**config.mk**
```make
export PLATFORM = sky130hd
export DESIGN_NAME = ahb_monitor_top
export DESIGN_NICKNAME = d
export VERILOG_FILES = /design/src/hdl/ahb_mon_pkg.sv /design/src/hdl/ahb_monitor_top.sv /design/src/hdl/ahb_violation_log.sv /design/src/hdl/ahb_resp_checker.sv /design/src/hdl/ahb_addr_checker.sv /design/src/hdl/ahb_trans_checker.sv /design/src/hdl/ahb_bus_capture.sv
export SDC_FILE = /design/constraint.sdc
export NUM_CORES = 1
export LEC_CHECK = 0
export BUFFER_PORTS_ARGS = -buffer_cell sky130_fd_sc_hd__buf_4
export CORE_UTILIZATION = 50
export DETAILED_ROUTE_END_ITERATION = 10
export PLACE_DENSITY = 0.76
export SLEW_MARGIN = 30
export SYNTH_ARGS = -nofsm -noshare
export SYNTH_HDL_FRONTEND = slang
export SYNTH_HIERARCHICAL = 1
export SYNTH_SLANG_ARGS = --single-unit
```
**constraint.sdc**
```tcl
create_clock -name HCLK -period 7.05 [get_ports HCLK]
set_clock_uncertainty 0.2 [all_clocks]
set_input_delay 0 -clock HCLK [delete_from_list [all_inputs] [get_ports HCLK]]
set_output_delay 0 -clock HCLK [all_outputs]
set_load 0.01 [all_outputs]
```
**src/hdl/ahb_mon_pkg.sv**
```systemverilog
// AHB bus monitor definitions
package ahb_mon_pkg;

  ////////////////////////////////////////////////////////////
  // AHB encodings
  ////////////////////////////////////////////////////////////

  // Transfer type
  localparam logic [1:0] HTRANS_IDLE   = 2'b00;
  localparam logic [1:0] HTRANS_BUSY   = 2'b01;
  localparam logic [1:0] HTRANS_NONSEQ = 2'b10;
  localparam logic [1:0] HTRANS_SEQ    = 2'b11;

  // Burst type
  localparam logic [2:0] HBURST_SINGLE = 3'b000;
  localparam logic [2:0] HBURST_INCR   = 3'b001;
  localparam logic [2:0] HBURST_WRAP4  = 3'b010;
  localparam logic [2:0] HBURST_INCR4  = 3'b011;
  localparam logic [2:0] HBURST_WRAP8  = 3'b100;
  localparam logic [2:0] HBURST_INCR8  = 3'b101;
  localparam logic [2:0] HBURST_WRAP16 = 3'b110;
  localparam logic [2:0] HBURST_INCR16 = 3'b111;

  // Transfer size, log2 of the byte count
  localparam logic [2:0] HSIZE_BYTE  = 3'b000;
  localparam logic [2:0] HSIZE_HWORD = 3'b001;
  localparam logic [2:0] HSIZE_WORD  = 3'b010;
  localparam logic [2:0] HSIZE_DWORD = 3'b011;
  localparam logic [2:0] HSIZE_B128  = 3'b100;
  localparam logic [2:0] HSIZE_B256  = 3'b101;
  localparam logic [2:0] HSIZE_B512  = 3'b110;
  localparam logic [2:0] HSIZE_B1024 = 3'b111;

  // Slave response
  localparam logic HRESP_OKAY  = 1'b0;
  localparam logic HRESP_ERROR = 1'b1;

  ////////////////////////////////////////////////////////////
  // Sampled bus and burst context
  ////////////////////////////////////////////////////////////

  // Widest address and data the record can carry
  localparam int ADDR_MAX = 64;
  localparam int DATA_MAX = 1024;

  // One bus cycle as seen at a rising edge
  typedef struct packed {
    logic [ADDR_MAX-1:0] haddr;
    logic [DATA_MAX-1:0] hwdata;
    logic                hwrite;
    logic [2:0]          hsize;
    logic [2:0]          hburst;
    logic [1:0]          htrans;
    logic                hready;
    logic                hresp;
  } ahb_bus_t;

  typedef struct packed {
    ahb_bus_t prev;       // Cycle sampled on the previous edge
    logic     in_burst;
    logic     last_beat;  // Current beat closes a fixed burst
  } ahb_ctx_t;

  ////////////////////////////////////////////////////////////
  // Violation record
  ////////////////////////////////////////////////////////////

  typedef struct packed {
    // HTRANS sequencing
    logic busy_no_burst;
    logic seq_no_burst;
    logic early_term;
    // Stability while the slave is not ready
    logic wait_htrans;
    logic wait_haddr;
    logic wait_hsize;
    logic wait_hburst;
    logic wait_hwrite;
    logic wait_hwdata;
    // Burst rules and size range
    logic burst_ctrl;
    logic burst_addr;
    logic hsize_range;
    // Slave response
    logic resp_idle_busy;
    logic resp_error;
  } ahb_viol_t;

endpackage
```
**src/hdl/ahb_monitor_top.sv**
```systemverilog
// AHB bus protocol monitor
`timescale 1ns/1ps

module ahb_monitor_top #(
  parameter int ADDR_SIZE   = 32,
  parameter int DATA_SIZE   = 32,
  parameter int COUNT_WIDTH = 8
) (
  input  logic                   HCLK,
  input  logic                   HRESETn,
  input  logic [ADDR_SIZE-1:0]   HADDR,
  input  logic [DATA_SIZE-1:0]   HWDATA,
  input  logic                   HWRITE,
  input  logic [2:0]             HSIZE,
  input  logic [2:0]             HBURST,
  input  logic [1:0]             HTRANS,
  input  logic                   HREADY,
  input  logic                   HRESP,
  input  logic                   clear,
  output ahb_mon_pkg::ahb_viol_t flags,
  output logic [COUNT_WIDTH-1:0] count
);
  import ahb_mon_pkg::*;

  ahb_bus_t  cur;
  ahb_ctx_t  ctx;
  ahb_viol_t hit_trans;
  ahb_viol_t hit_addr;
  ahb_viol_t hit_resp;
  ahb_viol_t hit;

  ////////////////////////////////////////////////////////////
  // Bus sample, zero-extended into the record
  ////////////////////////////////////////////////////////////

  assign cur.haddr  = ADDR_MAX'(HADDR);
  assign cur.hwdata = DATA_MAX'(HWDATA);
  assign cur.hwrite = HWRITE;
  assign cur.hsize  = HSIZE;
  assign cur.hburst = HBURST;
  assign cur.htrans = HTRANS;
  assign cur.hready = HREADY;
  assign cur.hresp  = HRESP;

  ahb_bus_capture u_capture (
    .HCLK    (HCLK),
    .HRESETn (HRESETn),
    .cur     (cur),
    .ctx     (ctx)
  );

  // Checkers, each owns its own slice of the record
  ahb_trans_checker u_trans (.cur(cur), .ctx(ctx), .hit(hit_trans));

  ahb_addr_checker #(
    .ADDR_SIZE (ADDR_SIZE),
    .DATA_SIZE (DATA_SIZE)
  ) u_addr (.cur(cur), .ctx(ctx), .hit(hit_addr));

  ahb_resp_checker u_resp (.cur(cur), .ctx(ctx), .hit(hit_resp));

  assign hit = hit_trans | hit_addr | hit_resp;

  ahb_violation_log #(
    .COUNT_WIDTH (COUNT_WIDTH)
  ) u_log (
    .HCLK    (HCLK),
    .HRESETn (HRESETn),
    .clear   (clear),
    .hit     (hit),
    .flags   (flags),
    .count   (count)
  );

endmodule

```
**src/hdl/ahb_violation_log.sv**
```systemverilog
// AHB violation flags and counter
`timescale 1ns/1ps

module ahb_violation_log #(
  parameter int COUNT_WIDTH = 8
) (
  input  logic                   HCLK,
  input  logic                   HRESETn,
  input  logic                   clear,
  input  ahb_mon_pkg::ahb_viol_t hit,
  output ahb_mon_pkg::ahb_viol_t flags,
  output logic [COUNT_WIDTH-1:0] count
);

  logic any_hit;    // At least one rule broken this cycle
  logic cnt_full;

  assign any_hit  = |hit;
  assign cnt_full = &count;

  ////////////////////////////////////////////////////////////
  // Sticky flags
  ////////////////////////////////////////////////////////////

  always_ff @(posedge HCLK or negedge HRESETn)
  begin
    if (!HRESETn)
      flags <= '0;
    else if (clear)
      flags <= '0;   // Clear wins over hits in the same cycle
    else
      flags <= flags | hit;
  end

  ////////////////////////////////////////////////////////////
  // Offending cycles, saturating
  ////////////////////////////////////////////////////////////

  always_ff @(posedge HCLK or negedge HRESETn)
  begin
    if (!HRESETn)
      count <= '0;
    else if (clear)
      count <= '0;
    else if (any_hit && !cnt_full)
      count <= count + 1'b1;
  end

endmodule

```
**src/hdl/ahb_resp_checker.sv**
```systemverilog
// AHB slave response checks
`timescale 1ns/1ps

module ahb_resp_checker (
  input  ahb_mon_pkg::ahb_bus_t  cur,
  input  ahb_mon_pkg::ahb_ctx_t  ctx,
  output ahb_mon_pkg::ahb_viol_t hit
);
  import ahb_mon_pkg::*;

  logic prev_idle_busy;   // IDLE or BUSY accepted on the previous edge
  logic prev_err_wait;    // First ERROR cycle seen on the previous edge
  logic cur_err_done;     // Second ERROR cycle on the bus now
  logic cur_not_zero;     // Anything but a ready OKAY

  assign prev_idle_busy = ctx.prev.hready &&
                          ((ctx.prev.htrans == HTRANS_IDLE) ||
                           (ctx.prev.htrans == HTRANS_BUSY));

  assign prev_err_wait = !ctx.prev.hready && (ctx.prev.hresp == HRESP_ERROR);
  assign cur_err_done  = cur.hready && (cur.hresp == HRESP_ERROR);
  assign cur_not_zero  = !cur.hready || (cur.hresp == HRESP_ERROR);

  always_comb
  begin
    hit = '0;
    // IDLE and BUSY get a zero-wait OKAY
    hit.resp_idle_busy = prev_idle_busy && cur_not_zero;
    // ERROR takes two cycles, not ready then ready
    hit.resp_error     = (cur_err_done && !prev_err_wait) ||
                         (prev_err_wait && !cur_err_done);
  end

endmodule

```
**src/hdl/ahb_addr_checker.sv**
```systemverilog
// AHB burst address and size checks
`timescale 1ns/1ps

module ahb_addr_checker #(
  parameter int ADDR_SIZE = 32,
  parameter int DATA_SIZE = 32
) (
  input  ahb_mon_pkg::ahb_bus_t  cur,
  input  ahb_mon_pkg::ahb_ctx_t  ctx,
  output ahb_mon_pkg::ahb_viol_t hit
);
  import ahb_mon_pkg::*;

  logic [ADDR_SIZE-1:0] prev_addr;
  logic [ADDR_SIZE-1:0] unit_addr;   // Previous address in transfer units
  logic [ADDR_SIZE-1:0] unit_next;
  logic [ADDR_SIZE-1:0] unit_wrap;
  logic [ADDR_SIZE-1:0] exp_addr;
  logic [10:0]          xfer_bits;

  // Width of one transfer in bits
  function automatic logic [10:0] size_bits(input logic [2:0] hsize);
    logic [10:0] n;
    case (hsize)
      HSIZE_BYTE:  n = 11'd8;
      HSIZE_HWORD: n = 11'd16;
      HSIZE_WORD:  n = 11'd32;
      HSIZE_DWORD: n = 11'd64;
      HSIZE_B128:  n = 11'd128;
      HSIZE_B256:  n = 11'd256;
      HSIZE_B512:  n = 11'd512;
      HSIZE_B1024: n = 11'd1024;
      default:     n = 11'd8;
    endcase
    return n;
  endfunction

  ////////////////////////////////////////////////////////////
  // Expected next address
  ////////////////////////////////////////////////////////////

  assign prev_addr = ctx.prev.haddr[ADDR_SIZE-1:0];
  assign unit_addr = prev_addr >> ctx.prev.hsize;
  assign unit_next = unit_addr + 1'b1;

  // Wrapping bursts keep the upper unit bits
  always_comb
  begin
    case (ctx.prev.hburst)
      HBURST_WRAP4:  unit_wrap = {unit_addr[ADDR_SIZE-1:2], unit_next[1:0]};
      HBURST_WRAP8:  unit_wrap = {unit_addr[ADDR_SIZE-1:3], unit_next[2:0]};
      HBURST_WRAP16: unit_wrap = {unit_addr[ADDR_SIZE-1:4], unit_next[3:0]};
      default:       unit_wrap = unit_next;
    endcase
  end

  // BUSY already shows the address of the beat that follows
  assign exp_addr = (ctx.prev.htrans == HTRANS_BUSY) ? prev_addr
                                                     : unit_wrap << ctx.prev.hsize;

  assign xfer_bits = size_bits(cur.hsize);

  ////////////////////////////////////////////////////////////
  // Checks
  ////////////////////////////////////////////////////////////

  always_comb
  begin
    hit = '0;
    hit.burst_addr  = (cur.htrans == HTRANS_SEQ) && ctx.in_burst && ctx.prev.hready &&
                      (cur.haddr[ADDR_SIZE-1:0] != exp_addr);
    // Judged once per transfer, not again in its wait states
    hit.hsize_range = ctx.prev.hready && (cur.htrans != HTRANS_IDLE) &&
                      (int'(xfer_bits) > DATA_SIZE);
  end

endmodule

```
**src/hdl/ahb_trans_checker.sv**
```systemverilog
// AHB transfer and stability checks
`timescale 1ns/1ps

module ahb_trans_checker (
  input  ahb_mon_pkg::ahb_bus_t  cur,
  input  ahb_mon_pkg::ahb_ctx_t  ctx,
  output ahb_mon_pkg::ahb_viol_t hit
);
  import ahb_mon_pkg::*;

  logic new_xfer;   // First showing of this address phase
  logic in_fixed;   // Fixed burst open, last beat not yet reached
  logic cur_term;   // IDLE or NONSEQ on the bus
  logic ctrl_diff;

  // After a wait state the bus repeats the cycle already judged
  assign new_xfer = ctx.prev.hready;

  assign in_fixed = ctx.in_burst && !ctx.last_beat &&
                    (ctx.prev.hburst != HBURST_INCR);

  assign cur_term = (cur.htrans == HTRANS_IDLE) || (cur.htrans == HTRANS_NONSEQ);

  assign ctrl_diff = (cur.hsize  != ctx.prev.hsize)  ||
                     (cur.hburst != ctx.prev.hburst) ||
                     (cur.hwrite != ctx.prev.hwrite);

  always_comb
  begin
    hit = '0;

    ////////////////////////////////////////////////////////////
    // HTRANS sequencing
    ////////////////////////////////////////////////////////////
    hit.busy_no_burst = new_xfer && (cur.htrans == HTRANS_BUSY) && !ctx.in_burst;
    hit.seq_no_burst  = new_xfer && (cur.htrans == HTRANS_SEQ) && !ctx.in_burst;
    // Fixed burst cut short
    hit.early_term    = new_xfer && in_fixed && cur_term;

    ////////////////////////////////////////////////////////////
    // Wait states, everything held
    ////////////////////////////////////////////////////////////
    hit.wait_htrans = !new_xfer && (cur.htrans != ctx.prev.htrans);
    hit.wait_haddr  = !new_xfer && (cur.haddr  != ctx.prev.haddr);
    hit.wait_hsize  = !new_xfer && (cur.hsize  != ctx.prev.hsize);
    hit.wait_hburst = !new_xfer && (cur.hburst != ctx.prev.hburst);
    hit.wait_hwrite = !new_xfer && (cur.hwrite != ctx.prev.hwrite);
    hit.wait_hwdata = !new_xfer && (cur.hwdata != ctx.prev.hwdata);

    // Control fixed for the beats of a burst
    hit.burst_ctrl = new_xfer && in_fixed && !cur_term && ctrl_diff;
  end

endmodule

```
**src/hdl/ahb_bus_capture.sv**
```systemverilog
// AHB previous cycle and burst tracker
`timescale 1ns/1ps

module ahb_bus_capture (
  input  logic                  HCLK,
  input  logic                  HRESETn,
  input  ahb_mon_pkg::ahb_bus_t cur,
  output ahb_mon_pkg::ahb_ctx_t ctx
);
  import ahb_mon_pkg::*;

  // Reset image: IDLE, ready, OKAY, all else zero
  localparam ahb_bus_t PREV_RST = '{
    htrans:  HTRANS_IDLE,
    hready:  1'b1,
    hresp:   HRESP_OKAY,
    default: '0
  };

  ahb_bus_t   prev_q;
  logic       in_burst_q;
  logic       counted_q;    // Fixed-length burst, count is live
  logic [3:0] beat_cnt_q;   // SEQ beats left before the last one
  logic       last_beat;

  // Beats left after the NONSEQ, less the final beat
  function automatic logic [3:0] beats_load(input logic [2:0] hburst);
    logic [3:0] n;
    case (hburst)
      HBURST_WRAP4, HBURST_INCR4:   n = 4'd2;
      HBURST_WRAP8, HBURST_INCR8:   n = 4'd6;
      HBURST_WRAP16, HBURST_INCR16: n = 4'd14;
      default:                      n = 4'd0;
    endcase
    return n;
  endfunction

  // INCR never counts, so it never reaches a last beat
  assign last_beat = counted_q && (beat_cnt_q == 4'd0);

  always_ff @(posedge HCLK or negedge HRESETn)
  begin
    if (!HRESETn)
    begin
      prev_q     <= PREV_RST;
      in_burst_q <= 1'b0;
      counted_q  <= 1'b0;
      beat_cnt_q <= 4'd0;
    end
    else
    begin
      prev_q <= cur;
      // Address phase only moves on when the slave is ready
      if (cur.hready)
      begin
        case (cur.htrans)
          HTRANS_NONSEQ:
          begin
            in_burst_q <= (cur.hburst != HBURST_SINGLE);
            counted_q  <= (cur.hburst != HBURST_SINGLE) && (cur.hburst != HBURST_INCR);
            beat_cnt_q <= beats_load(cur.hburst);
          end
          HTRANS_SEQ:
          begin
            if (last_beat)
            begin
              in_burst_q <= 1'b0;
              counted_q  <= 1'b0;
            end
            else if (counted_q)
              beat_cnt_q <= beat_cnt_q - 4'd1;
          end
          HTRANS_IDLE:
          begin
            in_burst_q <= 1'b0;
            counted_q  <= 1'b0;
          end
          default: ;  // BUSY keeps the burst as it is
        endcase
      end
    end
  end

  assign ctx.prev      = prev_q;
  assign ctx.in_burst  = in_burst_q;
  assign ctx.last_beat = last_beat;

endmodule

```
==> metrics list <==
- Outcome: completed
- Max_cap viols: 0
- Register clock-pin slew on the reported worst setup and hold paths: ~0.07 ns
- Pin count of the biggest net entering global routing: slightly below 200
- The wire-length estimate of the detail-placed layout is ~64,000 µm.
- # placed instances: 6,974
* Total GRT Usage: 20.5%
* Post-Synthesis Mean Instance Area: 13.1 µm²
- Setup Viol. Count Final: 0
* Hold crit path type: in -> reg
* Critical path start-end classification: reg -> reg
- The netlist uses 104 different library cells.
- For this block, the initial DRC count from the detailed router was around 2,100.
- For this design the static power due to leakage is 0.0293 µW.
* Area added between synthesis and finish: 33.4%
- Synthesis produced ~3,600 cells.
* Area share of the largest cell type after synthesis: 59.9%
- Combined area of all synthesized cells: between 40,000 and 50,000 µm²
* Area of all placed cells without fillers: around 63,000 µm²
- TritonCTS Sinks: about 1,100
* Width of the die: approximately 310 µm
- Number of pins with negative max-slew slack in the final report: 0
* Effective utilization at floorplan: a little over 50%
- Post-route total power: ~15,000 µW
- Worst reg2reg endpoint: u_log/count[5]
- The number of global-route vias before repair was between 30,000 and 40,000.
* Required time worst endpoint: approximately 7.4 ns
- Clock tree synthesis selected as its root buffer the cell sky130_fd_sc_hd__clkbuf_16.
* Average detailed-routed wire length per instance: roughly 13 µm
- TritonCTS built the clock tree.
* Data arrival time of the worst path: 7.19 ns
- Initial antenna violation count: 6
* Startpoint kind of the worst setup timing path: flip-flop
- Standard cell core area: about 93,000 µm²
- Capturing element type of the critical path: flip-flop
- H-tree depth: 3
* FF+latch count, synth: roughly 1,100
- Fraction of registers with async set or reset after synthesis: 100%
- In the routed design, unresolved DRC markers number 0.
* Design internal power: approximately 11,000 µW
- Inserted Clock Buffers: 110
- Site row count: approximately 110
* Sw frac: between 20% and 30%
- During synthesis, Yosys emitted a total of 6 warnings.
- Number of cells on the worst reg-to-reg path: 19
- Worst Hold Slack: 0.103 ns
- Once detail routing completed, the nets flagged for antenna violations numbered 0.
* Sequential-to-total area share from yosys stat: between 50% and 60%
* RD Place Congestion: about 1.0
* Fraction of layout cells with a size suffix above 1: 7.41%
- Of all nets on the critical path, the largest fanout is 14.
* Synth area leaders: sky130_fd_sc_hd__dfrtp_1, sky130_fd_sc_hd__xor2_1, sky130_fd_sc_hd__xnor2_1
- Non-Filler Instances: approximately 7,300
- The die is roughly 300 µm tall.
* Count of vias placed by the detailed router: 31,100
* Biggest area consumer among synthesized cells: sky130_fd_sc_hd__dfrtp_1
* Pwr dens: roughly 240 nW/µm²
- Counting I/O delays and the setup requirement, the final critical path takes just under 7 ns.
* Share of the clock period used by the worst path after layout: 97.0%
* Die footprint: about 95,000 µm²
* Worst setup path endpoint: u_log/count[5]
* Number of flops mapped to enable cells by yosys: 0
- The longest clock path from root to sink contains 3 buffers.
- # fillers: 6,804
* Worst Setup SP: u_capture/ctx[10]
* Top-Level Pins: 100
* Clock network latency to the later pin of the worst-skew pair: 0.70 ns
- For this run, the detailed router's first-pass iteration total came to 6.
- At the pin with the least slew margin, the transition time is 1.02 ns.
- The final hold violation count is 0.
- First-pass GRT wire length: 153,000 µm
- Among all flip-flop cells after synthesis, the most frequent one is sky130_fd_sc_hd__dfrtp_1.
- Residual overflow from global routing: 0
- The final layout contains routed wiring with a total length of between 90,000 and 100,000 µm.
- Port buffering added a little under 100 buffers.
* Part of the total power dissipated in sequential elements: between 40% and 50%
- Across the VDD grid, the largest voltage drop is 0.201 mV.
- Placed standard-cell area: between 50,000 and 60,000 µm²
- In this run, the combinational gates consume between 10% and 20% of the power.
* Startpoint of the most critical register-to-register path: u_capture/ctx[10]
- The setup check on the worst reg-to-reg path leaves a slack of about 0.21 ns.
- NumNets Final: between 6,000 and 7,000
- Ratio of routed vias to standard cells: between 4 and 5
- Part of the power in the clock network: a little over two fifths
* Slew margin rel.: between 30% and 40%
* Net load switching power: about 3600 µW
- F_max: 146 MHz
==> cell usage in the layout, fill, tap and decap left out, types with 9 or more instances in the layout <==
cell                            synthesis  routed
sky130_fd_sc_hd__mux2_2                29      29
sky130_fd_sc_hd__a31oi_1               19      19
sky130_fd_sc_hd__clkbuf_16              0     111
sky130_fd_sc_hd__nand2_1               94      94
sky130_fd_sc_hd__dlygate4sd3_1          0     155
sky130_fd_sc_hd__clkbuf_1              31      14
sky130_fd_sc_hd__xnor2_1              548     548
sky130_fd_sc_hd__nand2b_1               9       9
sky130_fd_sc_hd__nor4_1               202     199
sky130_fd_sc_hd__and3_1                 9       9
sky130_fd_sc_hd__or3_1                 23      23
sky130_fd_sc_hd__nor3_1                26      26
sky130_fd_sc_hd__bufinv_16              0      12
sky130_fd_sc_hd__o31ai_1                9       9
sky130_fd_sc_hd__nor2_1               102     102
sky130_fd_sc_hd__a211oi_1              22      22
sky130_fd_sc_hd__nand3_1               30      30
sky130_fd_sc_hd__clkbuf_8               9      38
sky130_fd_sc_hd__o21ai_0               48      48
sky130_fd_sc_hd__nand4_1              209     209
sky130_fd_sc_hd__buf_4                 33     152
sky130_fd_sc_hd__clkinv_2               0      16
sky130_fd_sc_hd__o211ai_1              23      23
sky130_fd_sc_hd__a22oi_1               13      13
sky130_fd_sc_hd__xor2_1               614     614
sky130_fd_sc_hd__dfrtp_1             1126    1123
sky130_fd_sc_hd__mux4_2                18      18
sky130_fd_sc_hd__a21oi_1               52      52
sky130_fd_sc_hd__mux2i_1               63      63
sky130_fd_sc_hd__inv_1                 23      23
sky130_fd_sc_hd__conb_1                 4    2076
==> Yosys cell counts (30+ instances only) <==
library cell	instances
sky130_fd_sc_hd__mux2i_1	63
sky130_fd_sc_hd__dfrtp_1	1126
sky130_fd_sc_hd__xor2_1	614
sky130_fd_sc_hd__buf_4	33
sky130_fd_sc_hd__clkbuf_1	31
sky130_fd_sc_hd__a21oi_1	52
sky130_fd_sc_hd__xnor2_1	548
sky130_fd_sc_hd__o21ai_0	48
sky130_fd_sc_hd__nand4_1	209
sky130_fd_sc_hd__nor4_1	202
sky130_fd_sc_hd__nand2_1	94
sky130_fd_sc_hd__nand3_1	30
sky130_fd_sc_hd__nor2_1	102
==> flip-flops by register name, indices dropped and copies added, names as in the netlist <==
name	count
u_capture/in_burst_q	1
u_log/flags	14
u_capture/beat_cnt_q	4
u_capture/counted_q	1
u_capture/ctx	1099
u_log/count	8
==> critical path, cell delays in order, from the launching register on <==
cell and delay, ns:
sky130_fd_sc_hd__dfrtp_4 0.57, sky130_fd_sc_hd__mux2i_1 0.19, sky130_fd_sc_hd__mux4_2 0.50, sky130_fd_sc_hd__or4b_1 0.71
sky130_fd_sc_hd__or3_1 0.57, sky130_fd_sc_hd__nor4_4 0.34, sky130_fd_sc_hd__o21ai_1 0.11, sky130_fd_sc_hd__and4_2 0.32
sky130_fd_sc_hd__a2111oi_4 0.28, sky130_fd_sc_hd__o211ai_1 0.13, sky130_fd_sc_hd__or4b_1 0.54, sky130_fd_sc_hd__a2111o_1 0.40
sky130_fd_sc_hd__nor4_4 0.24, sky130_fd_sc_hd__buf_4 0.17, sky130_fd_sc_hd__nor2_1 0.03, sky130_fd_sc_hd__or3_1 0.43
sky130_fd_sc_hd__nor4_4 0.34, sky130_fd_sc_hd__and4_4 0.31, sky130_fd_sc_hd__nor4_1 0.07, sky130_fd_sc_hd__mux2_2 0.28
==> layout make-up <==
class / instances / area (µm²) / area share (%)
clock inverters: 42 / 599 / 0.955
diodes: 3 / 7.51 / 0.0120
well taps: 1254 / 1570 / 2.50
multi-input cells: 4411 / 26000 / 41.4
inverters: 24 / 90.1 / 0.144
flip-flops and latches: 1127 / 28200 / 45.0
clock buffers: 163 / 3350 / 5.34
repair buffers: 320 / 2960 / 4.72
==> power by group through the flow <==
stage | Combinational, µW | Clock [µW] | Sequential, µW
after global routing | 1840 | 6620 | 7040
after detailed placement | 1500 | 0 | 7130
after CTS | 1600 | 6350 | 7010
final | 1640 | 6160 | 7010
after floorplan | 1090 | 0 | 7080
after global placement | 1480 | 0 | 7110
==> worst min path at each step <==
| stage | startpoint | end | cells after the start |
|---|---|---|---|
| after global routing | HREADY | u_capture/beat_cnt_q[1] | 4 |
| after global placement | HRESETn | u_capture/ctx[1060] | 1 |
| after detailed placement | HRESETn | u_capture/ctx[1061] | 1 |
| after floorplan | HRESETn | u_capture/beat_cnt_q[0] | 0 |
| after CTS | HBURST[0] | u_capture/in_burst_q | 5 |
| final | HBURST[0] | u_capture/in_burst_q | 5 |
==> layer usage <==
layer / vias up / wire length (µm) / global-route usage [%]
met5: - / 47 / 0
met4: 6 / 3860 / 9.19
met3: 249 / 5800 / 4.07
met2: 742 / 48200 / 36.8
met1: 14900 / 35400 / 23.7
li1: 15200 / - / -
==> per-stage QoR <==
step	setup WS (ns)	utilization, %	TNS (ns)
2_1_floorplan	0.329	-	0
4_1_cts	0.0631	67.1	0
5_1_grt	-0.0183	67.2	-0.0183
6_report	0.214	67.2	0
3_5_place_dp	-0.0528	61.1	-0.0528
3_3_place_gp	-0.0287	61.1	-0.0287
==> cell families (layout without fill, tap and decap cells) <==
kind of cell | after synthesis | count (layout) | share of synthesized area [%]
XOR/XNOR | 1162 | 1162 | 21.6
flip-flops | 1127 | 1127 | 59.9
AND/OR/NAND/NOR | 770 | 771 | 9.41
AO/OA/AOI/OAI | 282 | 282 | 4.29
buffers and inverters | 120 | 549 | 1.55
multiplexers | 113 | 113 | 2.98
adder cells (fa/ha/maj) | 7 | 7 | 0.186
other | 4 | 2079 | 0.0319
==> timing repair <==
action | 4_1_cts | 5_1_grt
setup endpoints to repair | 2 | 8
hold buffers | 156 | 0
pin swaps | 0 | 2
endpoints found under the hold margin | 646 | 0
buffers inserted | 0 | 2
cloned | 0 | 1
gates resized for setup | 1 | 7
(Power assumes the default switching activity.)
